===== config.mk =====
export PLATFORM = sky130hd
export DESIGN_NAME = ps2_kbd_tx
export DESIGN_NICKNAME = d
export VERILOG_FILES = /design/src/logic/io_link_pkg.sv /design/src/logic/ps2_kbd_tx.sv
export SDC_FILE = /design/constraint.sdc
export NUM_CORES = 1
export LEC_CHECK = 0
export ABC_AREA = 1
export ABC_CLOCK_PERIOD_IN_PS = 2400
export BUFFER_PORTS_ARGS = -buffer_cell sky130_fd_sc_hd__buf_4
export CORE_MARGIN = 5
export CORE_UTILIZATION = 45
export CTS_BUF_LIST = sky130_fd_sc_hd__clkbuf_16
export CTS_CLUSTER_DIAMETER = 150
export CTS_CLUSTER_SIZE = 25
export DETAILED_ROUTE_END_ITERATION = 7
export PLACE_DENSITY = 0.7
export SLEW_MARGIN = 30
export SYNTH_ARGS = -nofsm -noshare
export SYNTH_HDL_FRONTEND = slang
export SYNTH_SLANG_ARGS = --single-unit
export TNS_END_PERCENT = 1

===== constraint.sdc =====
create_clock -name clk_sys -period 2.4 [get_ports clk_sys]
set_clock_uncertainty 0.15 [all_clocks]
set_input_delay 0.12 -clock clk_sys [delete_from_list [all_inputs] [get_ports clk_sys]]
set_output_delay 0.12 -clock clk_sys [all_outputs]
set_load 0.05 [all_outputs]

===== src/logic/io_link_pkg.sv =====
// io link definitions
// command codes of the menu controller link, shared buffer geometry
// and the core type byte returned during every command byte

package io_link_pkg;

	// configuration commands
	localparam logic [7:0] cmd_buttons    = 8'h01;
	localparam logic [7:0] cmd_joy0       = 8'h02;
	localparam logic [7:0] cmd_joy1       = 8'h03;
	localparam logic [7:0] cmd_status8    = 8'h15;
	localparam logic [7:0] cmd_mount      = 8'h1c;
	localparam logic [7:0] cmd_img_size   = 8'h1d;
	localparam logic [7:0] cmd_status32   = 8'h1e;

	// ps/2 keyboard bytes
	localparam logic [7:0] cmd_kbd        = 8'h05;

	// sd sector payload into the lower buffer half
	localparam logic [7:0] cmd_sector_wr  = 8'h17;

	// file download
	localparam logic [7:0] cmd_file_tx    = 8'h53;
	localparam logic [7:0] cmd_file_data  = 8'h54;
	localparam logic [7:0] cmd_file_index = 8'h55;

	// 8 bit core, shifted out on spi_do during byte 0
	localparam logic [7:0] core_type      = 8'ha4;

	// byte index within a frame, saturates at all ones
	localparam int byte_idx_w = 10;

	// sector region 0..511, file region 512..1023
	localparam int sector_bytes = 512;

endpackage


===== src/logic/ps2_kbd_tx.sv =====
`timescale 1ns/1ns
// ps/2 keyboard emulation
// queues keyboard bytes in an 8 entry FIFO, sends them as ps/2 frames
// on a divided clock and decodes each keyboard frame into a key event

module ps2_kbd_tx #(
	parameter int PS2DIV = 100
) (
	input  logic        clk_sys,
	input  logic        CONF_DATA0,
	input  logic [7:0]  cmd,
	input  logic        byte_valid,
	input  logic [7:0]  byte_data,
	input  logic        frame_end,
	output logic        ps2_kbd_clk,
	output logic        ps2_kbd_data,
	output logic [10:0] ps2_key
);
	import io_link_pkg::*;

	localparam int div_w = $clog2(PS2DIV + 1);

	logic [7:0]       fifo [8];
	// extra pointer bit tells full from empty
	logic [3:0]       wptr;
	logic [3:0]       rptr;
	logic             fifo_full;
	logic             fifo_empty;
	logic             kbd_byte;
	logic             push;
	logic [div_w-1:0] div_cnt;
	logic             clk_ps2;
	logic             div_wrap;
	logic             ps2_rise;
	logic [3:0]       tx_state;
	logic [7:0]       tx_byte;
	logic             parity;
	logic [31:0]      key_raw;
	logic             got_key;
	logic             pressed;
	logic             extended;

	assign kbd_byte   = byte_valid && (cmd == cmd_kbd);
	assign fifo_full  = (wptr[2:0] == rptr[2:0]) && (wptr[3] != rptr[3]);
	assign fifo_empty = (wptr == rptr);
	assign push       = kbd_byte && !fifo_full;

	always_ff @(posedge clk_sys) begin
		if (push)
			fifo[wptr[2:0]] <= byte_data;
	end

	// half period of PS2DIV clk_sys cycles
	assign div_wrap = (div_cnt == div_w'(PS2DIV - 1));
	assign ps2_rise = div_wrap && !clk_ps2;

	// clock is held high while idle
	assign ps2_kbd_clk = clk_ps2 | (tx_state == 4'd0);

	always_ff @(posedge clk_sys or posedge CONF_DATA0) begin
		if (CONF_DATA0) begin
			wptr         <= '0;
			rptr         <= '0;
			div_cnt      <= '0;
			clk_ps2      <= 1'b0;
			tx_state     <= '0;
			tx_byte      <= '0;
			parity       <= 1'b0;
			ps2_kbd_data <= 1'b1;
		end else begin
			if (push)
				wptr <= wptr + 4'd1;
			if (div_wrap) begin
				div_cnt <= '0;
				clk_ps2 <= ~clk_ps2;
			end else begin
				div_cnt <= div_cnt + 1'b1;
			end
			// data changes while the ps/2 clock is high
			if (ps2_rise) begin
				if (tx_state == 4'd0) begin
					if (!fifo_empty) begin
						tx_byte      <= fifo[rptr[2:0]];
						rptr         <= rptr + 4'd1;
						parity       <= 1'b1;
						tx_state     <= 4'd1;
						// start bit
						ps2_kbd_data <= 1'b0;
					end
				end else begin
					// data bits, LSB first
					if (tx_state <= 4'd8) begin
						ps2_kbd_data <= tx_byte[0];
						tx_byte      <= {1'b0, tx_byte[7:1]};
						parity       <= parity ^ tx_byte[0];
					end
					// odd parity then stop
					if (tx_state == 4'd9)
						ps2_kbd_data <= parity;
					if (tx_state == 4'd10)
						ps2_kbd_data <= 1'b1;
					tx_state <= (tx_state == 4'd11) ? 4'd0 : tx_state + 4'd1;
				end
			end
		end
	end

	// F0 marks a break, E0 an extended code
	assign pressed  = (key_raw[15:8] != 8'hf0);
	assign extended = pressed ? (key_raw[15:8] == 8'he0) : (key_raw[23:16] == 8'he0);

	always_ff @(posedge clk_sys or posedge CONF_DATA0) begin
		if (CONF_DATA0) begin
			key_raw <= '0;
			got_key <= 1'b0;
			ps2_key <= '0;
		end else if (frame_end && got_key) begin
			// bit 10 toggles for every event
			ps2_key <= {~ps2_key[10], pressed, extended, key_raw[7:0]};
			key_raw <= '0;
			got_key <= 1'b0;
		end else if (kbd_byte) begin
			key_raw <= {key_raw[23:0], byte_data};
			got_key <= 1'b1;
		end
	end

	// controller sent more than the FIFO can hold
	a_kbd_fifo_overflow: assert property (
		@(posedge clk_sys) disable iff (CONF_DATA0)
		kbd_byte |-> !fifo_full
	);

endmodule


Word-level counts from Yosys, hierarchy flattened
Memories as Yosys holds them, arrays and structs flattened. Index checks and enable logic that the tools add are counted.

Flip-flop bits (word level): 66. Memory bits (writable): 64. Output and inout port bits: 13. Word-level logic and storage cells: 71. Memories kept: 1.

Memory list: fifo (words 8, bits a word 8, read ports 1, clocked after Yosys merged registers in 0, wr ports 1, RTL line ps2_kbd_tx.sv:23) `logic [7:0] fifo [8];`.

$add $sub $neg: 4. $lt $le $gt $ge: 1. Equal/unequal tests: 12. Muxes and demuxes: 22. Bitwise logic cells: 5. Reduce and logical (&&, ||, !) cells: 15.

Operators with widths (number): 24-bit two-way mux (2); 8-bit two-way mux (3); 8-bit == test (second input constant) (2); 1-bit two-way mux (13); 4-bit by 1-bit adder with 4-bit output (second input constant) (3); 4-bit == test (second input constant) (3); 4-bit two-way mux (3); 3-bit AND reduction (3); 8-bit by 3-bit == test with 1-bit output (second input constant) (1); 8-bit != test (second input constant) (1); 7-bit by 1-bit adder with 7-bit output (second input constant) (1); 7-bit == test (second input constant) (1); 7-bit two-way mux (1); 1-bit logical AND (5); 4-bit == test (1); 4-bit less-or-equal comparator (second input constant) (1); 4-bit zero test (1); 2-bit nonzero test (2); 4-bit nonzero test (1); 3-bit == test (1); 1-bit inverter (3); 1-bit zero test (2); 2-bit != test (second input constant) (1); 2-bit AND reduction (1); 3 further kinds (3).

Depth between registers and ports, before layout
Gate-level depths: netlist of the first run.

Word-level depth: 6. Gate-level depth with buffers: 11.

Worst setup path before layout of the first run
Ideal clock, no wire load.

Path kind: register to register. From: register rptr[0]. To: memory fifo[0][0] (enable). Setup time: 370 ps. Arrival time: 1453 ps. Data required time: 1880 ps. Path slack: 427 ps. Cell stages (with the launch flop): 9. Path buffers: 1. Path through: dfrtp_1 > buf_4 > inv_2 > nand2_1 > nand2_1 > nor2_2 > nand4_1 > nand3_1 > nor2_1.

Cells in the longest elaborated chain, start to end: 6.

RTL lines: from (decl) (RTL line ps2_kbd_tx.sv:26) `logic [3:0] rptr;`; from (signal assigned) (RTL line ps2_kbd_tx.sv:84) `rptr <= rptr + 4'd1;`; 3-bit == test (RTL line ps2_kbd_tx.sv:44) `assign fifo_full = (wptr[2:0] == rptr[2:0]) && (wptr[3] != rptr[3]);`; 1-bit logical AND (RTL line ps2_kbd_tx.sv:44); 1-bit zero test (RTL line ps2_kbd_tx.sv:46) `assign push = kbd_byte && !fifo_full;`; 1-bit logical AND (RTL line ps2_kbd_tx.sv:46); 1-bit two-way mux (RTL line ps2_kbd_tx.sv:49) `if (push)`; 1-bit two-way mux (implied by the code) (RTL line ps2_kbd_tx.sv:50) `fifo[wptr[2:0]] <= byte_data;`; to (decl) (RTL line ps2_kbd_tx.sv:23).

No other way between the ends.

Worst setup path after layout of the first run
From: input port cmd[3]. To: register key_raw[17].

Cells in the longest elaborated chain, start to end: 3.

RTL lines: from (decl) (RTL line ps2_kbd_tx.sv:11) `input logic [7:0] cmd,`; 8-bit by 3-bit == test with 1-bit output (RTL line ps2_kbd_tx.sv:43) `assign kbd_byte = byte_valid && (cmd == cmd_kbd);`; 1-bit logical AND (RTL line ps2_kbd_tx.sv:43); 2-bit nonzero test (no source line); to (signal assigned) (RTL line ps2_kbd_tx.sv:123) `key_raw <= {key_raw[23:0], byte_data};`; to (decl) (RTL line ps2_kbd_tx.sv:38) `logic [31:0] key_raw;`.

No other way between the ends. A chain may end at the register's enable or synchronous reset.

==> run metrics, run 1 <==
status complete, no violations; setup ws final 0.0710 ns; Post-synth top cells 187 x nand2_1, 87 x inv_1, 65 x dfrtp_1, 64 x edfxtp_1, 64 x nand3_1; unrepaired setup endpoints after global routing false; via density per instance 5.08; Routed WL 13.4 mm; layout cells sized above 1 15.3%; asr flop ratio synth 50.8%; Worst setup SP type input port; drt first pass iters 7; top-area cell type share of the netlist area 33.1%; PD cells 856 mW/mm2; Max Transition Viols Final 0; Seq/Total Area, Yosys 61.5%; FMAX 429 MHz; initial antenna violation count 0; P_sw 0.00167 W; Leak 3.29 nW; Max FO, Critical Path 5; switch share 27.8%; Die ar. 0.0153 mm2; CP Capture Type flop; # DRC 0; Mapped Avg Cell Area 9.41 um2; clock transition time at the flip-flop clock pins of the worst setup and hold paths 0.06 ns; Layout area overhead 20.9%; synth unique cells 31; Starting DRT DRC Count 398; Synth Net Count 644; final non-filler cell total 867; Seq cells post-synth 130; gr usage total 19.2%; Rows 41; combinational share of power 14.2%; Synth Cell Area 0.00581 mm2; latest clock arrival within the worst-skew pair 0.42 ns; overall power 0.00601 W; die width 124 um; Peak VDD IR 0.860 mV; Antenna Nets Post-Route 0; clock sink total 130; top_reg_cell synth dfrtp_1; max_slew headroom 57.1%; CTS tree yes; post-route clock period utilization 97.0%; Finished Cell Area 0.00702 mm2; IO Count 33; total core area 0.0126 mm2; Critical Path RT 2.55 ns; cell with the most instances after synthesis nand2_1; first-pass GRT wire length 21.9 mm; H-tree Lvls 4; fillers 1,115; fin crit period 2.33 ns; CTS root buffer clkbuf_16; CTS Buf Count 17; gate count of the mapped netlist 617; flop-to-flop setup slack 0.29 ns; setup violators final 0; DP Area 0.00629 mm2; Clk pwr share 41.1%; # port buffers 32; HPWL after DPL 9.15 mm; HP Class in2reg; Cell Int Power 0.00434 W; Post-synth EDFFs 64; Clock Path Buffers 2; CP arrival 2.47 ns; warnings from Yosys 0; GRT Residual Overflow 0; initial core utilization 46.0%; vias in the first global route 4,318; top post-synthesis cells by area edfxtp_1 33%, dfrtp_1 28%, nand2_1 12%; RePlAce Congestion 0.887; vias 4,407; Worst Max-Slew Pin Slew 0.642 ns; placed cell count 820; pre-CTS WS 0.352 ns; final-stage net count 709; Setup CP Type in2reg; Yosys top cell by area edfxtp_1; largest net degree at the start of global routing 41; register share of total power 44.7%; WL per Instance 15.5 um; Max-Cap Viols 0; die height 124 um; setup_tns 0 ns; final hold violations 0; ant diodes 0
-- registers in the layout, indices dropped and copies added (netlist names) --
signal        flops
fifo             64
key_raw          24
ps2_key          11
tx_byte           8
div_cnt           7
rptr              4
tx_state          4
wptr              4
clk_ps2           1
got_key           1
parity            1
ps2_kbd_data      1
-- final timing paths --
check                      cells past startpoint                  from                 endpoint
min in group asynchronous                      3            CONF_DATA0     div_cnt[1]$_DFF_PP0_
max in group asynchronous                      4            CONF_DATA0      wptr[1]$_DFFE_PP0P_
hold reg to reg                                1  div_cnt[0]$_DFF_PP0_     div_cnt[0]$_DFF_PP0_
hold / removal                                 6                cmd[7]      wptr[3]$_DFFE_PP0P_
setup reg to reg                               6   rptr[2]$_DFFE_PP0P_     fifo[3][6]$_DFFE_PP_
setup / recovery                               8                cmd[3]  key_raw[17]$_DFFE_PP0P_
-- metal layers --
layer,share of wire (%),global-route usage (%)
met1,42,24.5
met5,0,0
met3,6.3,6.36
met4,1.7,6.78
met2,50,30.9
-- worst max-delay path, stage by stage --
cell and delay, ns:
dlygate4sd3_1 0.54, buf_4 0.14, nor2_1 0.11, dlygate4sd3_1 0.58, nand3_2 0.16, dlygate4sd3_1 0.66
nand3_1 0.08, o21ai_0 0.09
-- kinds of logic (layout without fill, tap and decap cells) --
logic type	Yosys count	in the layout	share of synthesized area (%)
AO/OA/AOI/OAI	52	52	4.93
XOR/XNOR	9	9	1.36
adder cells (fa/ha/maj)	7	7	1.51
buffers and inverters	113	191	7.95
flip-flops	130	130	61.5
AND/OR/NAND/NOR	306	306	22.7
-- power by group through the flow --
stage | Sequential, W | Combinational (W) | Clock [W]
3_3_place_gp | 0.00271 | 0.000817 | 0
3_5_place_dp | 0.00272 | 0.000839 | 0
5_1_grt | 0.00271 | 0.000935 | 0.00262
4_1_cts | 0.00268 | 0.000865 | 0.00251
2_1_floorplan | 0.00296 | 0.000286 | 0
6_report | 0.00268 | 0.000856 | 0.00247
-- cell usage in the layout, fill, tap and decap left out, drive strengths merged, types with 6 or more instances in the layout --
cell type    netlist  final
o22ai             11     11
dfrtp             65     65
buf               15     48
nand3             69     69
edfxtp            64     64
nand2            191    191
o21ai             34     34
inv               96    104
dlygate4sd3        0     15
xor2               6      6
nand4              6      6
clkbuf             2     20
ha                 7      7
nor2              32     32
-- repair_timing --
item / CTS / global route
setup buffers: 0 / 0
hold endpoints to repair: 101 / 0
hold buffers: 15 / 0
setup endpoints to repair: 0 / 1
gates resized for setup: 0 / 2
-- metrics by stage --
stage / utilization (%) / hold slack (ns)
after floorplan: - / 0.0689
after global placement: 49.9 / 0.0988
after detailed placement: 49.9 / 0.112
after CTS: 55.6 / 0.00274
after global routing: 55.7 / 0.0181
final: 55.7 / 0.0160
-- final cells by class --
cell class | instances | area [um2] | share of cell area, %
tap | 172 | 215 | 3.06
clock inverter | 12 | 75.1 | 1.07
multi-input combinational | 374 | 1770 | 25.2
sequential | 130 | 3570 | 50.9
inverter | 96 | 360 | 5.13
timing repair buffer | 63 | 527 | 7.50
clock buffer | 20 | 500 | 7.13
No activity file was read; power rests on OpenSTA's default activity.
==> run 2, diff against run 1 <==
Settings changed: CORE_MARGIN 5 to 4.
==> run metrics, run 2 (same netlist as run 1, synthesis figures left out) <==
Setup CP Type reg2out; Worst setup SP type flop; CTS Buf Count 17; # DRC 0; latest clock arrival within the worst-skew pair 0.43 ns; max_slew headroom 59.9%; Max FO, Critical Path 10; CP Capture Type output port; Antenna Nets Post-Route 0; unrepaired setup endpoints after global routing false; RR Endpoint fifo[2][3]$_DFFE_PP_; vias 4,424; Rows 41; most frequent cells in the layout 187 x nand2_1, 86 x inv_1, 65 x dfrtp_1; flop-to-flop setup slack 0.26 ns; PD cells 854 mW/mm2; vias in the first global route 4,396; Die ar. 0.0148 mm2; CP max-delay cell dfrtp_1; first-pass GRT wire length 21.6 mm; FMAX 446 MHz; GRT Residual Overflow 0; Routed WL 13.1 mm; drt first pass iters 5; status complete, no violations; Layout area overhead 21.4%; max FFs per register 64; Clock Path Buffers 2; initial core utilization 46.0%; fin crit period 2.24 ns; post-route clock period utilization 93.4%; final hold violations 0; via density per instance 5.09; Max Transition Viols Final 0; Peak VDD IR 0.862 mV; clock transition time at the flip-flop clock pins of the worst setup and hold paths 0.06 ns; overall power 0.00602 W; setup_tns 0 ns; gr usage total 19.1%; Reg2Reg Depth 6; Leak 3.30 nW; Max-Cap Viols 0; commonest non-fill, non-tap cell in the layout nand2_1; IO Count 33; RePlAce Congestion 0.854; HP Class in2reg; CTS tree yes; end of the critical path ps2_kbd_clk; total core area 0.0126 mm2; fillers 1,094; die width 122 um; Critical Path Start tx_state[0]$_DFFE_PP0P_; largest net degree at the start of global routing 41; HPWL after DPL 8.86 mm; initial antenna violation count 0; Critical Path RT 2.13 ns; Starting DRT DRC Count 452; CP arrival 1.97 ns; Worst path max stage delay 0.44 ns; clock sink total 130; # port buffers 32; CTS root buffer clkbuf_16; H-tree Lvls 4; RR Startpoint rptr[2]$_DFFE_PP0P_; crit path cell chain inv_2 > ha_1 > nand2_1 > nor2_4 > buf_4 > inv_2 > nand2_1 > buf_6; Worst Max-Slew Pin Slew 0.601 ns; setup violators final 0; WL per Instance 15.0 um; final-stage net count 711; layout cells sized above 1 15.5%; final hold slack 0.0146 ns; die height 122 um
## run 2: critical path, delay by kind of cell (launching register included)
family	cells	cell delay, ns
fa+ha+maj	1	0.17
buf+inv	4	0.58
flops	1	0.44
simple gates	3	0.35
## run 2: layout make-up
| cell class | count | area, um2 | share of cell area [%] |
|---|---|---|---|
| Antenna cell | 1 | 2.50 | 0.0355 |
| Clock buffer | 18 | 450 | 6.39 |
| Clock inverter | 14 | 123 | 1.74 |
| Inverter | 96 | 360 | 5.11 |
| Multi-Input combinational cell | 374 | 1780 | 25.2 |
| Sequential cell | 130 | 3570 | 50.7 |
| Tap cell | 172 | 215 | 3.05 |
| Timing Repair Buffer | 65 | 547 | 7.76 |
## run 2: what timing repair did
action,4_1_cts,5_1_grt
setup buffers,0,0
hold buffers,17,0
hold endpoints to repair,101,0
endpoints found under the setup margin,0,1
gates resized for setup,0,3
## run 2: where the power goes
part / switching, W / leakage [nW] / internal (W)
Clock: 0.000995 / 0.291 / 0.00149
Sequential: 0.000104 / 1.43 / 0.00258
Combinational: 0.000589 / 1.58 / 0.000261
## run 2: worst min-delay path by stage
stage / from / endpoint / slack (ns) / cells past startpoint
final: cmd[1] / wptr[3]$_DFFE_PP0P_ / 0.01 / 6
after global routing: cmd[1] / wptr[3]$_DFFE_PP0P_ / 0.05 / 6
after CTS: cmd[1] / wptr[3]$_DFFE_PP0P_ / 0.004 / 6
after detailed placement: CONF_DATA0 / rptr[3]$_DFFE_PP0P_ / 0.08 / 2
after global placement: CONF_DATA0 / div_cnt[1]$_DFF_PP0_ / 0.09 / 2
after floorplan: byte_data[0] / fifo[0][0]$_DFFE_PP_ / 0.07 / 0
## run 2: per-layer routing
metal	share of wire (%)	wire length, um	track usage, %
met5	0	0	0
met4	1.5	202	7.14
met2	50	6510	31.3
met3	5.6	725	4.97
met1	43	5610	24.7
## run 2: stage by stage
step                      area [um2]  utilization, %  worst slack (ns)  std cells
after detailed placement        6290            49.9             0.350        820
after floorplan                 5810               -             0.427        617
after CTS                       7040            55.8            0.0547        869
after global placement          6290            49.9             0.395        820
final                           7050            55.9             0.159        870
after global routing            7050            55.8            0.0154        869
==> run 3, diff against run 2 <==
Settings changed: CELL_PAD_IN_SITES_DETAIL_PLACEMENT set to 1, CELL_PAD_IN_SITES_GLOBAL_PLACEMENT set to 2, CORE_UTILIZATION 45 to 39, PLACE_DENSITY 0.7 to 0.88.
==> run metrics, run 3 (same netlist as run 1, synthesis figures left out) <==
status complete, no violations; layout cells sized above 1 14.5%; Clock Path Buffers 2; Worst Max-Slew Pin Slew 0.635 ns; WL per Instance 16.8 um; final hold slack 0.0152 ns; Max FO, Critical Path 13; CP Capture Type flop; via density per instance 4.99; Layout Utilization 47.5%; Starting DRT DRC Count 294; ant diodes 0; max_slew headroom 57.6%; Max-Cap Viols 0; CP Buf/Inv Count 2; drt first pass iters 5; Die ar. 0.0169 mm2; commonest non-fill, non-tap cell in the layout nand2_1; Leak 3.25 nW; CP delay by family, top simple AND/OR/NAND/NOR gates; DP Area 0.00632 mm2; Max Transition Viols Final 0; IO Count 33; gr usage total 19.1%; die width 130 um; Routed WL 14.6 mm; CTS tree yes; setup violators final 0; final hold violations 0; initial antenna violation count 0; initial core utilization 40.0%; die height 130 um; HP Class in2reg; final-stage net count 704; H-tree Lvls 4; FMAX 448 MHz; Peak VDD IR 0.566 mV; first-pass GRT wire length 24.2 mm; CP max-delay cell dfrtp_1; CTS root buffer clkbuf_16; max FFs per register 64; Rows 44; CP arrival 2.21 ns; # port buffers 32; total core area 0.0145 mm2; # DRC 0; vias 4,358; crit path cell chain inv_2 > nand2_1 > nand4_1 > nand3_1 > nor2_1 > buf_4; unrepaired setup endpoints after global routing true; post-CTS setup buffers 0; HPWL after DPL 10.4 mm; Finished Cell Area 0.00690 mm2; CTS Buf Count 17; fin crit period 2.23 ns; Antenna Nets Post-Route 0; PD cells 824 mW/mm2; Layout area overhead 18.8%; clock transition time at the flip-flop clock pins of the worst setup and hold paths 0.05 ns; Worst path max stage delay 0.54 ns; clock sink total 130; RePlAce Congestion 0.877; Worst setup SP type flop; vias in the first global route 4,622; post-route clock period utilization 93.1%; Critical Path RT 2.38 ns; largest net degree at the start of global routing 41; most frequent cells in the layout 187 x nand2_1, 92 x inv_1, 65 x dfrtp_1; latest clock arrival within the worst-skew pair 0.42 ns; Setup CP Type reg2reg; GRT Residual Overflow 0
[run 3: final timing paths]
path / from / to / slack, ns / cells after the start
worst max register to register: rptr[2]$_DFFE_PP0P_ / fifo[7][6]$_DFFE_PP_ / 0.17 / 6
worst max-delay path: rptr[2]$_DFFE_PP0P_ / fifo[7][6]$_DFFE_PP_ / 0.17 / 6
min in group asynchronous: CONF_DATA0 / div_cnt[5]$_DFF_PP0_ / 0.20 / 3
worst min-delay path: cmd[6] / wptr[3]$_DFFE_PP0P_ / 0.02 / 6
worst min register to register: div_cnt[0]$_DFF_PP0_ / div_cnt[0]$_DFF_PP0_ / 0.31 / 1
max in group asynchronous: CONF_DATA0 / wptr[3]$_DFFE_PP0P_ / 1.27 / 4
[run 3: worst register-to-register path, cell delays in order, from the launching register on]
cell	delay, ns
dfrtp_1	0.54
inv_2	0.22
nand2_1	0.09
nand4_1	0.22
nand3_1	0.28
nor2_1	0.23
buf_4	0.21
[run 3: repair_timing]
action                                  in CTS  in global routing
endpoints found under the hold margin       97                  0
endpoints found under the setup margin       0                  9
hold buffers                                 9                  0
resized for setup                            0                  1
[run 3: layer usage]
layer	track usage, %	wire length, um	vias up
met5	0	0	-
li1	-	-	2108
met4	6.23	213	0
met3	4.18	515	17
met1	26.1	6890	2170
met2	30.3	7030	63
[run 3: layout make-up]
cell class              instances  area [um2]
clock buffers                  17         425
clock inverters                15        65.1
fillers                      1687        7630
flip-flops and latches        130        3570
inverters                      96         360
repair buffers                 58         470
multi-input cells             374        1780
well taps                     184         230
[run 3: power by group]
| group | switching [W] | total (W) | leakage, nW | internal, W |
|---|---|---|---|---|
| logic | 0.000584 | 0.000838 | 1.55 | 0.000253 |
| clock network | 0.000891 | 0.00216 | 0.264 | 0.00127 |
| registers | 0.000110 | 0.00269 | 1.43 | 0.00258 |
| total | 0.00159 | 0.00569 | 3.25 | 0.00410 |
[run 3: stage by stage]
stage / setup slack (ns) / total power (W) / std cells / setup TNS [ns]
finish: 0.166 / 0.00569 / 874 / 0
global route: -0.0112 / 0.00596 / 874 / -0.0815
CTS: 0.0819 / 0.00576 / 874 / 0
detailed placement: 0.152 / 0.00356 / 833 / 0
global placement: 0.286 / 0.00352 / 833 / 0
floorplan: 0.427 / 0.00325 / 617 / 0
