<file path="config.mk">
export PLATFORM = sky130hd
export DESIGN_NAME = spi_link
export DESIGN_NICKNAME = d
export VERILOG_FILES = /design/src/logic/io_link_pkg.sv /design/src/logic/spi_link.sv
export SDC_FILE = /design/constraint.sdc
export NUM_CORES = 1
export LEC_CHECK = 0
export ABC_AREA = 1
export ABC_CLOCK_PERIOD_IN_PS = 3180
export BUFFER_PORTS_ARGS = -buffer_cell sky130_fd_sc_hd__buf_2
export CELL_PAD_IN_SITES_DETAIL_PLACEMENT = 0
export CELL_PAD_IN_SITES_GLOBAL_PLACEMENT = 1
export CORE_UTILIZATION = 49
export CTS_BUF_LIST = sky130_fd_sc_hd__clkbuf_2 sky130_fd_sc_hd__clkbuf_4 sky130_fd_sc_hd__clkbuf_8
export DETAILED_ROUTE_END_ITERATION = 8
export PLACE_DENSITY_LB_ADDON = 0.1
export SLEW_MARGIN = 20
export SYNTH_ARGS = -nofsm -noshare
export SYNTH_HDL_FRONTEND = slang
export SYNTH_SLANG_ARGS = --single-unit
</file>
<file path="constraint.sdc">
create_clock -name clk_sys -period 3.18 [get_ports clk_sys]
set_input_delay 0.636 -clock clk_sys [delete_from_list [all_inputs] [get_ports clk_sys]]
set_output_delay 0.636 -clock clk_sys [all_outputs]
set_load 0.02 [all_outputs]
</file>
<file path="src/logic/io_link_pkg.sv">
// io link definitions
// command codes of the menu controller link, shared buffer geometry
// and the core type byte returned during every command byte

package io_link_pkg;

	// configuration commands
	localparam logic [7:0] cmd_buttons    = 8'h01;
	localparam logic [7:0] cmd_joy0       = 8'h02;
	localparam logic [7:0] cmd_joy1       = 8'h03;
	localparam logic [7:0] cmd_status8    = 8'h15;
	localparam logic [7:0] cmd_mount      = 8'h1c;
	localparam logic [7:0] cmd_img_size   = 8'h1d;
	localparam logic [7:0] cmd_status32   = 8'h1e;

	// ps/2 keyboard bytes
	localparam logic [7:0] cmd_kbd        = 8'h05;

	// sd sector payload into the lower buffer half
	localparam logic [7:0] cmd_sector_wr  = 8'h17;

	// file download
	localparam logic [7:0] cmd_file_tx    = 8'h53;
	localparam logic [7:0] cmd_file_data  = 8'h54;
	localparam logic [7:0] cmd_file_index = 8'h55;

	// 8 bit core, shifted out on spi_do during byte 0
	localparam logic [7:0] core_type      = 8'ha4;

	// byte index within a frame, saturates at all ones
	localparam int byte_idx_w = 10;

	// sector region 0..511, file region 512..1023
	localparam int sector_bytes = 512;

endpackage

</file>
<file path="src/logic/spi_link.sv">
`timescale 1ns/1ns
// spi link receiver
// oversamples the SPI pins in clk_sys, assembles bytes MSB first,
// latches the command byte and shifts the core type out on spi_do

module spi_link (
	input  logic                               clk_sys,
	input  logic                               CONF_DATA0,
	input  logic                               spi_sck,
	input  logic                               spi_di,
	input  logic                               spi_sel,
	output logic                               spi_do,
	output logic [7:0]                         cmd,
	output logic                               byte_valid,
	output logic [7:0]                         byte_data,
	output logic [io_link_pkg::byte_idx_w-1:0] byte_idx,
	output logic                               frame_end
);
	import io_link_pkg::*;

	// two stage synchronizers
	logic [1:0]            sck_s;
	logic [1:0]            di_s;
	logic [1:0]            sel_s;
	logic                  sck_d;
	logic                  sel_d;
	logic                  sck_rise;
	logic                  sck_fall;
	logic [2:0]            bit_cnt;
	logic [6:0]            sbuf;
	logic [7:0]            rx_byte;
	// index of the byte being received, 0 is the command
	logic [byte_idx_w-1:0] idx;
	logic                  byte_done;

	always_ff @(posedge clk_sys or posedge CONF_DATA0) begin
		if (CONF_DATA0) begin
			sck_s <= '0;
			di_s  <= '0;
			sel_s <= '0;
			sck_d <= 1'b0;
			sel_d <= 1'b0;
		end else begin
			sck_s <= {sck_s[0], spi_sck};
			di_s  <= {di_s[0], spi_di};
			sel_s <= {sel_s[0], spi_sel};
			// previous synchronized samples for edge detect
			sck_d <= sck_s[1];
			sel_d <= sel_s[1];
		end
	end

	assign sck_rise  = sck_s[1] & ~sck_d;
	assign sck_fall  = ~sck_s[1] & sck_d;
	assign rx_byte   = {sbuf, di_s[1]};
	assign byte_done = sel_s[1] & sck_rise & (bit_cnt == 3'd7);

	// shift register and payload byte
	always_ff @(posedge clk_sys) begin
		if (sck_rise)
			sbuf <= rx_byte[6:0];
		if (byte_done && idx != '0)
			byte_data <= rx_byte;
	end

	always_ff @(posedge clk_sys or posedge CONF_DATA0) begin
		if (CONF_DATA0) begin
			bit_cnt    <= '0;
			idx        <= '0;
			cmd        <= '0;
			byte_valid <= 1'b0;
			byte_idx   <= '0;
			frame_end  <= 1'b0;
			spi_do     <= 1'b0;
		end else begin
			byte_valid <= 1'b0;
			frame_end  <= sel_d & ~sel_s[1];
			if (!sel_s[1]) begin
				// deselected, rearm for the next frame
				bit_cnt <= '0;
				idx     <= '0;
				cmd     <= '0;
				// first readback bit must be there before the first rising edge
				spi_do  <= core_type[7];
			end else begin
				if (sck_rise)
					bit_cnt <= bit_cnt + 3'd1;
				if (byte_done) begin
					if (idx == '0) begin
						cmd <= rx_byte;
					end else begin
						byte_valid <= 1'b1;
						byte_idx   <= idx;
					end
					// saturate on very long frames
					if (~&idx)
						idx <= idx + 1'b1;
				end
				// readback only during the command byte
				if (sck_fall)
					spi_do <= (idx == '0) ? core_type[~bit_cnt] : 1'b0;
			end
		end
	end

endmodule

</file>
Word-level counts from Yosys, hierarchy flattened
Memories as Yosys holds them, arrays and structs flattened.
Cells that the tools add are included.

cells by class
  eq/ne operators = 6
  muxes and demuxes = 15
  reduce and logical (&&, ||, !) cells = 7
  add/subtract/negate cells = 2
  $lt $le $gt $ge = 1
  bitwise logic cells = 10

operator list
  cell                     count
  $mux W10                 3
  $mux W8                  3
  $add A10 B1 Y10 const B  1
  $logic_not A10 Y1        1
  $reduce_and A10 Y1       1
  $reduce_bool A10 Y1      1
  $ne A2 B1 Y1 const B     4
  $mux W1                  7
  $mux W3                  2
  $and A1 B1 Y1            5
  $lt A3 B4 Y1 const B     1
  $not A1 Y1               4
  $reduce_and A2 Y1        2
  $add A3 B1 Y3 const B    1
  $eq A3 B3 Y1 const B     1
  $not A3 Y3               1
  $reduce_and A3 Y1        1
  $ne A2 B2 Y1 const B     1
  $logic_and A1 B1 Y1      1

word-level totals
  bits in read-only memories = 8
  memories = 1
  flip-flop bits (word level) = 57
  word-level logic and storage cells = 56

memories
  memory           depth  bits a word  read ports  clocked after memory_dff  write ports  line             text
  (no name shown)  8      1            1           0                         0            spi_link.sv:101  spi_do <= (idx == '0) ? core_type[~bit_cnt] : 1'b0;

Depth between registers and ports, before layout
Gate-level depths: netlist (run 1).

  word-level depth = 6
  mapped depth = 9
  mapped depth without buffers = 8

Worst setup path before layout (run 1)
OpenSTA, ideal clock, no wires.

  kind = register to register
  start = register bit_cnt[0]
  end = register byte_data[0] (enable)
  library setup time = 0.324 ns
  path slack = 1.581 ns
  stages on the path, launching flop included = 8
  required time = 2.856 ns
  path buffers = 1
  data arrival time = 1.275 ns
  path through = dfrtp_1 -> ha_1 -> ha_1 -> inv_1 -> nor2_2 -> nand2_1 -> buf_2 -> inv_1

between the ends
  word-level cells in the longest chain between the ends = 3

RTL lines
  element                 line            text
  start, declared         spi_link.sv:29  logic [2:0] bit_cnt;
  start signal, assigned  spi_link.sv:87  bit_cnt <= bit_cnt + 3'd1;
  $eq A3 B3 Y1            spi_link.sv:56  assign byte_done = sel_s[1] & sck_rise & (bit_cnt == 3'd7);
  $and A1 B1 Y1           spi_link.sv:56
  $logic_and A1 B1 Y1     spi_link.sv:62  if (byte_done && idx != '0)
  end signal, assigned    spi_link.sv:63  byte_data <= rx_byte;
  end, declared           spi_link.sv:15  output logic [7:0] byte_data,

No other way between the ends.
A chain may end at the register's enable or synchronous reset.

Final worst setup path (run 1)
  start = register idx[1]
  end = register idx[7]

between the ends
  word-level cells in the longest chain between the ends = 4

RTL lines
  element                 line            text
  start, declared         spi_link.sv:33  logic [byte_idx_w-1:0] idx;
  start signal, assigned  spi_link.sv:97  idx <= idx + 1'b1;
  $add A10 B1 Y10         spi_link.sv:97
  $mux W10                spi_link.sv:96  if (~&idx)
  $mux W10                spi_link.sv:88  if (byte_done) begin
  $mux W10                spi_link.sv:78  if (!sel_s[1]) begin

Several ways; a longest one is shown, not always the timed one. The select of a mux whose other input is x is not followed.

==> results of run 1 <==
[cell type report]
class / instances / share of cell area (%)
Clock inverter: 5 / 0.8261
Clock buffer: 11 / 5.324
Sequential cell: 57 / 55.07
Inverter: 33 / 4.543
Timing Repair Buffer: 36 / 6.884
Tap cell: 52 / 2.386
Multi-Input combinational cell: 145 / 24.97
[how the worst min path moves through the flow]
stage | startpoint | end | slack [ps] | cells after the start
floorplan | di_s[0]$_DFF_PP0_ | di_s[1]$_DFF_PP0_ | 330 | 0
global placement | sel_s[0]$_DFF_PP0_ | sel_s[1]$_DFF_PP0_ | 340 | 0
finish | CONF_DATA0 | cmd[5]$_DFFE_PP0P_ | 330 | 2
detailed placement | sel_s[0]$_DFF_PP0_ | sel_s[1]$_DFF_PP0_ | 340 | 0
CTS | CONF_DATA0 | cmd[4]$_DFFE_PP0P_ | 350 | 2
global route | sck_s[0]$_DFF_PP0_ | sck_s[1]$_DFF_PP0_ | 350 | 0
[state kept, by name, summed over array words and instances (netlist names)]
register,flops
sck_d,1
bit_cnt,3
byte_idx,10
sck_s,2
spi_do,1
sel_s,2
sbuf,7
byte_valid,1
cmd,8
frame_end,1
byte_data,8
di_s,2
idx,10
sel_d,1
[routing by layer]
layer | vias to the layer above | global-route usage (%)
met5 | - | 0
met4 | 0 | 8.667
met3 | 7 | 4.641
met2 | 38 | 23.70
met1 | 707 | 26.90
li1 | 848 | -
[worst max-delay path: stages, from the launching register on]
cell	delay (ps)
sky130_fd_sc_hd__dfrtp_1	410
sky130_fd_sc_hd__ha_1	200
sky130_fd_sc_hd__nand2_2	90
sky130_fd_sc_hd__nor2_4	180
sky130_fd_sc_hd__nand4_1	100
sky130_fd_sc_hd__nand2_1	460
sky130_fd_sc_hd__o21ai_1	140
[cell usage in the layout (no fill, tap or decap)]
cell / instances
sky130_fd_sc_hd__nand2_2: 1
sky130_fd_sc_hd__clkinv_1: 3
sky130_fd_sc_hd__inv_1: 30
sky130_fd_sc_hd__nand2_1: 63
sky130_fd_sc_hd__inv_2: 2
sky130_fd_sc_hd__buf_4: 3
sky130_fd_sc_hd__nor2_4: 1
sky130_fd_sc_hd__or2_2: 1
sky130_fd_sc_hd__nand3b_1: 1
sky130_fd_sc_hd__o21ai_0: 5
sky130_fd_sc_hd__dfrtp_1: 42
sky130_fd_sc_hd__nand4_1: 2
sky130_fd_sc_hd__o21ai_1: 21
sky130_fd_sc_hd__buf_2: 33
sky130_fd_sc_hd__nor2_2: 1
sky130_fd_sc_hd__ha_1: 5
sky130_fd_sc_hd__a21oi_1: 1
sky130_fd_sc_hd__clkinv_2: 3
sky130_fd_sc_hd__nand3_1: 12
sky130_fd_sc_hd__o22ai_1: 1
sky130_fd_sc_hd__clkbuf_4: 1
sky130_fd_sc_hd__nand3_2: 2
sky130_fd_sc_hd__nor2_1: 27
sky130_fd_sc_hd__clkbuf_8: 10
sky130_fd_sc_hd__o2111ai_1: 1
sky130_fd_sc_hd__edfxtp_1: 15
[logic make-up after synthesis]
logic type,Yosys count
AO/OA/AOI/OAI,29
adder cells (fa/ha/maj),5
AND/OR/NAND/NOR,111
flip-flops,57
buffers and inverters,40
[through the flow]
| step | worst slack (ps) | hold WS [ps] | instance area (µm²) |
|---|---|---|---|
| floorplan | 1570 | 331.2 | 2351 |
| global placement | 1457 | 336.0 | 2559 |
| detailed placement | 1449 | 335.5 | 2559 |
| global route | 1236 | 354.5 | 2726 |
| finish | 1455 | 332.3 | 2726 |
| CTS | 1448 | 347.1 | 2726 |
[where the power goes]
part	internal [µW]	switching (µW)	total, µW
clock network	303	260	563
registers	768	15.5	784
logic	17.1	40.7	57.9
==> metrics.md, run 1 <==
| Metric | Value |
|---|---|
| Final-stage net count | approximately 290 |
| Status | finished with violations |
| Routability-driven placement congestion ratio | 0.7676 |
| Crit path required time | about 3400 ps |
| Top routing layer used | met4 |
| Number of synthesized register bits | 57 |
| Net count after synthesis | about 250 |
| Leakage | 0.001378 µW |
| Post-layout util | around 61% |
| Layout fillers | roughly 400 |
| Compound-Gate Fraction of Synth Area | around 6.4% |
| R2r setup slk | about 1500 ps |
| Distinct cell type count of the synthesized netlist | 24 |
| I/O Pins | 34 |
| Final Hold Vio Count | 0 |
| Post-CTS Setup Repair Bufs | 0 |
| Initial Utilization | 52.54% |
| Height of the die | 71.27 µm |
| HPWL after detailed placement | about 2800 µm |
| Peak supply drop | around 340 µV |
| Finish-stage setup viols | 0 |
| Fraction of synthesized cell area in xor and xnor cells | 0% |
| Post-synthesis sequential area ratio | between 60% and 70% |
| Post-synthesis instance area | ~2400 µm² |
| Insertion delay to the later sink of the worst-skew pair | approximately 330 ps |
| Worst slew margin relative to its limit | between 40 and 50% |
| Met2 wire length | approximately 1700 µm |
| Final Total Pwr | roughly 1400 µW |
| Horizontal die dimension | 71.27 µm |
| Number of buffers inserted for hold repair after clock tree synthesis | 0 |
| Layout overhead on the synthesized area | 15.97% |
| Number of DRC violations after detailed routing | 2 |
| Largest family of logic cells by synthesized area | simple AND/OR/NAND/NOR gates |
| Peak clock frequency supported by timing | a little under 0.6 GHz |
| Startpoint of the most critical register-to-register path | idx[1]$_DFFE_PP0P_ |
| Global-route usage over all layers | 17.74% |
| Clock tree skew after final layout | approximately 11 ps |
| CTS H-tree depth | 3 |
| Port Buffers | 33 |
| GRT overflow | 0 |
| Number of detailed-routing iterations run before antenna repair | 6 |
| First-iteration detailed-routing DRC count | between 100 and 150 |
| Largest net degree at the start of global routing | 24 |
| EDFF count, synth | 15 |
| Synth warnings | 0 |
| Mux share of post-synthesis cell area | 0% |
| Commonest cells in the netlist | 63 x sky130_fd_sc_hd__nand2_1, 42 x sky130_fd_sc_hd__dfrtp_1, 31 x sky130_fd_sc_hd__inv_1 |
| Clock tree from TritonCTS | yes |
| Setup TNS after final layout | 0 ps |
| Type of the setup path with the least slack | reg2reg |
| CP startpoint kind | register |
| Worst-path fanout max | 20 |
| Multi-input gate area | approximately 680 µm² |
| Most frequent cell after synthesis | sky130_fd_sc_hd__nand2_1 |
| Initial antenna violation count | 0 |
| CTS Root Cell | sky130_fd_sc_hd__clkbuf_8 |
| Final Routed Wirelength | approximately 4000 µm |
| Cell accounting for the most synthesized area | sky130_fd_sc_hd__dfrtp_1 |
| Setup crit end | idx[7]$_DFFE_PP0P_ |
| Routed metal-1 wirelength | ~2200 µm |
| Asr flop ratio synth | between 70% and 80% |
| Clock period minus final worst setup slack | 1725 ps |
| CP Launch Point | idx[1]$_DFFE_PP0P_ |
| Max Buffers Root-to-Sink | 2 |
| Violations in the final reports | DRC |
| Antenna cell count | 0 |
| Max-cap check violation count | 0 |
| Adder-Cell Fraction of Synth Area | 2.661% |
| Hold crit path type | in2async |
| Cell count after synthesis | roughly 240 |
| Clk sink count | 57 |
| Sequential Area | between 1500 and 2000 µm² |
| Slew at the pin closest to its max-slew limit | just under 800 ps |
| DP Cell Count | roughly 320 |
| Global-route wire length before repair | approximately 6700 µm |
| Crit path DAT | around 1900 ps |
| Final period utilization | between 50% and 60% |
| Most used flip-flop cell after synthesis | sky130_fd_sc_hd__dfrtp_1 |
| RSZ-0062 raised after global routing | false |
| Std cell rows | 24 |
| Total number of vias | 1600 |
| Post-route antenna net violation count | 0 |
| Syn Area/Cell | 9.715 µm² |
| Via-per-instance ratio | approximately 4.7 |
| Final count of pins violating max slew | 0 |
| Pwr per Cell Area | between 500 and 600 nW/µm² |
| Vias in the first global route | 1446 |
| CTS clk-pin slew, worst paths | 70 ps |
| Clock buffers created by TritonCTS | 9 |
| Met3 wire len | 157 µm |
| Critical Path Sink Type | register |
| CTS-repair resized insts | 0 |
| Register-to-Register Path Depth | 6 |
| Core ar. | 4474 µm² |
| Reg-to-Reg End | idx[7]$_DFFE_PP0P_ |
| Die area | 5079 µm² |
| Yosys top cell area share | 44.70% |
| Simple-gate share of the synthesized area | roughly 20% |
| Ranking of synthesized cells by area | sky130_fd_sc_hd__dfrtp_1 45%, sky130_fd_sc_hd__edfxtp_1 19%, sky130_fd_sc_hd__nand2_1 10%, sky130_fd_sc_hd__inv_1 4.9%, sky130_fd_sc_hd__o21ai_1 4.5% |
| Fraction of layout instances using a drive strength above 1 | 20.21% |
| Post-layout instance count excluding filler cells | roughly 340 |
| DR WL/cell | around 12 µm |
Note: power is estimated with default switching activity, not from simulation.
==> run 2: changes to the inputs <==
--- a/config.mk
+++ b/config.mk
@@ -5,12 +5,12 @@
 export SDC_FILE = /design/constraint.sdc
 export NUM_CORES = 1
 export LEC_CHECK = 0
-export ABC_AREA = 1
-export ABC_CLOCK_PERIOD_IN_PS = 3180
+export ABC_AREA = 0
+export ABC_CLOCK_PERIOD_IN_PS = 1500
 export BUFFER_PORTS_ARGS = -buffer_cell sky130_fd_sc_hd__buf_2
 export CELL_PAD_IN_SITES_DETAIL_PLACEMENT = 0
 export CELL_PAD_IN_SITES_GLOBAL_PLACEMENT = 1
-export CORE_UTILIZATION = 49
+export CORE_UTILIZATION = 43
 export CTS_BUF_LIST = sky130_fd_sc_hd__clkbuf_2 sky130_fd_sc_hd__clkbuf_4 sky130_fd_sc_hd__clkbuf_8
 export DETAILED_ROUTE_END_ITERATION = 8
 export PLACE_DENSITY_LB_ADDON = 0.1
==> constraint.sdc (replaced) <==
create_clock -name clk_sys -period 1.5 [get_ports clk_sys]
set_input_delay 0.3 -clock clk_sys [delete_from_list [all_inputs] [get_ports clk_sys]]
set_output_delay 0.3 -clock clk_sys [all_outputs]
set_load 0.02 [all_outputs]
==> run 2 against run 1 <==
The run ends with setup timing left; via count shrank 2.9%; largest power group unchanged; sequential cell count is the same; maximum frequency grew 4.8%; non-clock buffer count grew 33; critical endpoint is now idx[4]$_DFFE_PP0P_; critical path type unchanged.
==> metrics.md, run 2 <==
| Metric | Value |
|---|---|
| Worst slack, placed | -180.9 ps (was 1449 ps) |
| Cell count after synthesis | 172 (was 242) |
| Clk sink count | 57 (unchanged) |
| Top Registers | byte_idx (10), idx (10) (unchanged) |
| Antenna cell count | 0 (unchanged) |
| Core ar. | 5107 µm² (was 4474 µm²) |
| Largest net degree at the start of global routing | 35 (was 24) |
| Fraction of layout instances using a drive strength above 1 | 45.42% (was 20.21%) |
| Type of the setup path with the least slack | reg2reg (unchanged) |
| Leakage | 0.001500 µW (was 0.001378 µW) |
| Most frequent cell after synthesis | sky130_fd_sc_hd__dfrtp_1 (was sky130_fd_sc_hd__nand2_1) |
| Final-stage net count | 256 (was 292) |
| Clock buffers created by TritonCTS | 9 (unchanged) |
| Global-route wire length before repair | 7293 µm (was 6658 µm) |
| Final Total Pwr | 3288 µW (was 1404 µW) |
| Routability-driven placement congestion ratio | 0.8038 (was 0.7676) |
| Final Hold Vio Count | 0 (unchanged) |
| Pwr per Cell Area | 1032 nW/µm² (was 515.1 nW/µm²) |
| Final count of pins violating max slew | 0 (unchanged) |
| Post-synthesis instance area | 2273 µm² (was 2351 µm²) |
| Number of detailed-routing iterations run before antenna repair | 4 (was 6) |
| Crit path DAT | 1890 ps (was 1900 ps) |
| Final period utilization | 109.7% (was 54.23%) |
| Final Routed Wirelength | 4701 µm (was 4027 µm) |
| Met2 wire length | 2327 µm (was 1660 µm) |
| Slew at the pin closest to its max-slew limit | 439.9 ps (was 786.0 ps) |
| Net count after synthesis | 182 (was 252) |
| Clock tree skew after final layout | 6.308 ps (was 11.13 ps) |
| Yosys top cell area share | 46.23% (was 44.70%) |
| CTS Root Cell | sky130_fd_sc_hd__clkbuf_8 (unchanged) |
| Std cell rows | 26 (was 24) |
| Peak supply drop | 746.6 µV (was 341.8 µV) |
| Global-route usage over all layers | 18.58% (was 17.74%) |
| Max Buffers Root-to-Sink | 2 (unchanged) |
| Commonest non-fill, non-tap cell in the layout | sky130_fd_sc_hd__dfrtp_1 (was sky130_fd_sc_hd__nand2_1) |
| DR WL/cell | 14.64 µm (was 11.88 µm) |
| Final setup slack of the worst path | -145.2 ps (was 1455 ps) |
| Finish-stage setup viols | 32 (was 0) |
| Initial antenna violation count | 0 (unchanged) |
| Worst hold margin | 78.61 ps (was 332.3 ps) |
| Cell accounting for the most synthesized area | sky130_fd_sc_hd__dfrtp_1 (unchanged) |
| Port Buffers | 33 (unchanged) |
| Asr flop ratio synth | 73.68% (unchanged) |
| CTS H-tree depth | 3 (unchanged) |
| Clock period minus final worst setup slack | 1645 ps (was 1725 ps) |
| RSZ-0062 raised after global routing | true (was false) |
| EDFF count, synth | 15 (unchanged) |
| Vias in the first global route | 1475 (was 1446) |
| Initial Utilization | 44.51% (was 52.54%) |
| Horizontal die dimension | 74.71 µm (was 71.27 µm) |
| Number of DRC violations after detailed routing | 0 (was 2) |
| Max-cap check violation count | 0 (unchanged) |
| Clock tree from TritonCTS | yes (unchanged) |
| HPWL after detailed placement | 3300 µm (was 2760 µm) |
| Ranking of synthesized cells by area | sky130_fd_sc_hd__dfrtp_1 46%, sky130_fd_sc_hd__edfxtp_1 20%, sky130_fd_sc_hd__mux2_4 4.6%, sky130_fd_sc_hd__o21ai_0 2.9%, sky130_fd_sc_hd__ha_1 2.8% (was sky130_fd_sc_hd__dfrtp_1 45%, sky130_fd_sc_hd__edfxtp_1 19%, sky130_fd_sc_hd__nand2_1 10%, sky130_fd_sc_hd__inv_1 4.9%, sky130_fd_sc_hd__o21ai_1 4.5%) |
| Via-per-instance ratio | 4.841 (was 4.720) |
| DP Cell Count | 300 (was 323) |
| Sequential Area | 1501 µm² (unchanged) |
| Layout fillers | 416 (was 399) |
| Critical Path Sink Type | register (unchanged) |
| Status | finished with violations (unchanged) |
| Worst-path fanout max | 5 (was 20) |
| Top routing layer used | met4 (unchanged) |
| Syn Area/Cell | 13.22 µm² (was 9.715 µm²) |
| Setup TNS after final layout | -3208 ps (was 0 ps) |
| Peak clock frequency supported by timing | 0.6078 GHz (was 0.5798 GHz) |
| First-iteration detailed-routing DRC count | 64 (was 149) |
| Violations in the final reports | setup timing (was DRC) |
| GRT overflow | 0 (unchanged) |
| Worst slew margin relative to its limit | 70.64% (was 47.41%) |
| CTS clk-pin slew, worst paths | 70 ps (about the same) |
| Die area | 5582 µm² (was 5079 µm²) |
| Height of the die | 74.71 µm (was 71.27 µm) |
| Routed metal-1 wirelength | 2181 µm (was 2162 µm) |
| Crit path required time | 1750 ps (was 3360 ps) |
| Distinct cell type count of the synthesized netlist | 35 (was 24) |
| Post-layout instance count excluding filler cells | 321 (was 339) |
| Total number of vias | 1554 (was 1600) |
| Commonest non-fill, non-tap cells in the layout | 42 x sky130_fd_sc_hd__dfrtp_1, 33 x sky130_fd_sc_hd__buf_2, 27 x sky130_fd_sc_hd__buf_4 (was 63 x sky130_fd_sc_hd__nand2_1, 42 x sky130_fd_sc_hd__dfrtp_1, 33 x sky130_fd_sc_hd__buf_2) |
| Hold crit path type | in2reg (was in2async) |
| Post-synthesis sequential area ratio | 66.04% (was 63.86%) |
| I/O Pins | 34 (unchanged) |
| Post-route antenna net violation count | 0 (unchanged) |
| Commonest cells in the netlist | 42 x sky130_fd_sc_hd__dfrtp_1, 16 x sky130_fd_sc_hd__nand2_1, 15 x sky130_fd_sc_hd__edfxtp_1 (was 63 x sky130_fd_sc_hd__nand2_1, 42 x sky130_fd_sc_hd__dfrtp_1, 31 x sky130_fd_sc_hd__inv_1) |
| Insertion delay to the later sink of the worst-skew pair | 330 ps (about the same) |
| Most used flip-flop cell after synthesis | sky130_fd_sc_hd__dfrtp_1 (unchanged) |
| CP startpoint kind | register (unchanged) |
| Synth warnings | 0 (unchanged) |
| Met3 wire len | 180 µm (was 157 µm) |
| Number of synthesized register bits | 57 (unchanged) |
| Layout overhead on the synthesized area | 40.07% (was 15.97%) |
| Multi-input gate area | 840.8 µm² (was 680.7 µm²) |
## run 2: worst paths after layout
kind | start | endpoint | slack (ps) | depth (start not counted)
max in group asynchronous | CONF_DATA0 | byte_idx[7]$_DFFE_PP0P_ | 470 | 4
min in group asynchronous | CONF_DATA0 | cmd[2]$_DFFE_PP0P_ | 510 | 3
worst max register to register | bit_cnt[1]$_DFFE_PP0P_ | idx[4]$_DFFE_PP0P_ | -150 | 7
worst min-delay path | spi_sck | sck_s[0]$_DFF_PP0_ | 80 | 1
worst max-delay path | bit_cnt[1]$_DFFE_PP0P_ | idx[4]$_DFFE_PP0P_ | -150 | 7
worst min register to register | di_s[0]$_DFF_PP0_ | di_s[1]$_DFF_PP0_ | 350 | 0
## run 2: power breakdown
group	switching, µW	internal [µW]	leakage, µW
registers	15.8	1620	0.000699
logic	66.9	42.0	0.000695
clock network	610	933	0.000106
## run 2: stage by stage
stage | util [%] | area [µm²]
after floorplan | - | 2377
after global placement | 56.17 | 2869
final | 62.35 | 3184
after global routing | 62.35 | 3184
after detailed placement | 56.17 | 2869
after CTS | 61.88 | 3161
## run 2: routing by layer
metal  vias up  global-route usage [%]
li1        765                       -
met1       752                   24.82
met2        35                   28.43
met3         2                   6.426
met4         0                   6.289
met5         -                       0
## run 2: logic make-up after synthesis
logic type / count (synthesis) / synth area share (%)
xor gates and xnor gates: 3 / 1.156
AOI/OAI and AO/OA: 27 / 8.035
adders and majority gates: 5 / 2.752
muxes: 11 / 6.439
DFF: 57 / 66.04
buffers and inverters: 15 / 2.807
and+or+nand+nor: 54 / 12.77
## run 2: final cells by class
| cell class | count | share of cell area [%] |
|---|---|---|
| clock buffer | 9 | 3.890 |
| clock inverter | 7 | 2.947 |
| inverter | 9 | 1.061 |
| multi-input combinational | 100 | 26.40 |
| sequential | 57 | 47.15 |
| tap | 70 | 2.750 |
| timing repair buffer | 69 | 15.80 |
## run 2: timing repair
item / 4_1_cts / 5_1_grt
setup buffers: 3 / 1
resized for setup: 10 / 7
pin swaps: 8 / 4
setup endpoints to repair: 34 / 36
hold endpoints to repair: 8 / 0
hold buffers: 1 / 0
## run 2: worst max-delay path: stages (launching register included)
cell,delay (ps)
sky130_fd_sc_hd__dfrtp_1,360
sky130_fd_sc_hd__ha_2,190
sky130_fd_sc_hd__ha_4,140
sky130_fd_sc_hd__nand4b_4,180
sky130_fd_sc_hd__buf_6,170
sky130_fd_sc_hd__a31oi_4,200
sky130_fd_sc_hd__nand4_1,130
sky130_fd_sc_hd__mux2i_1,190
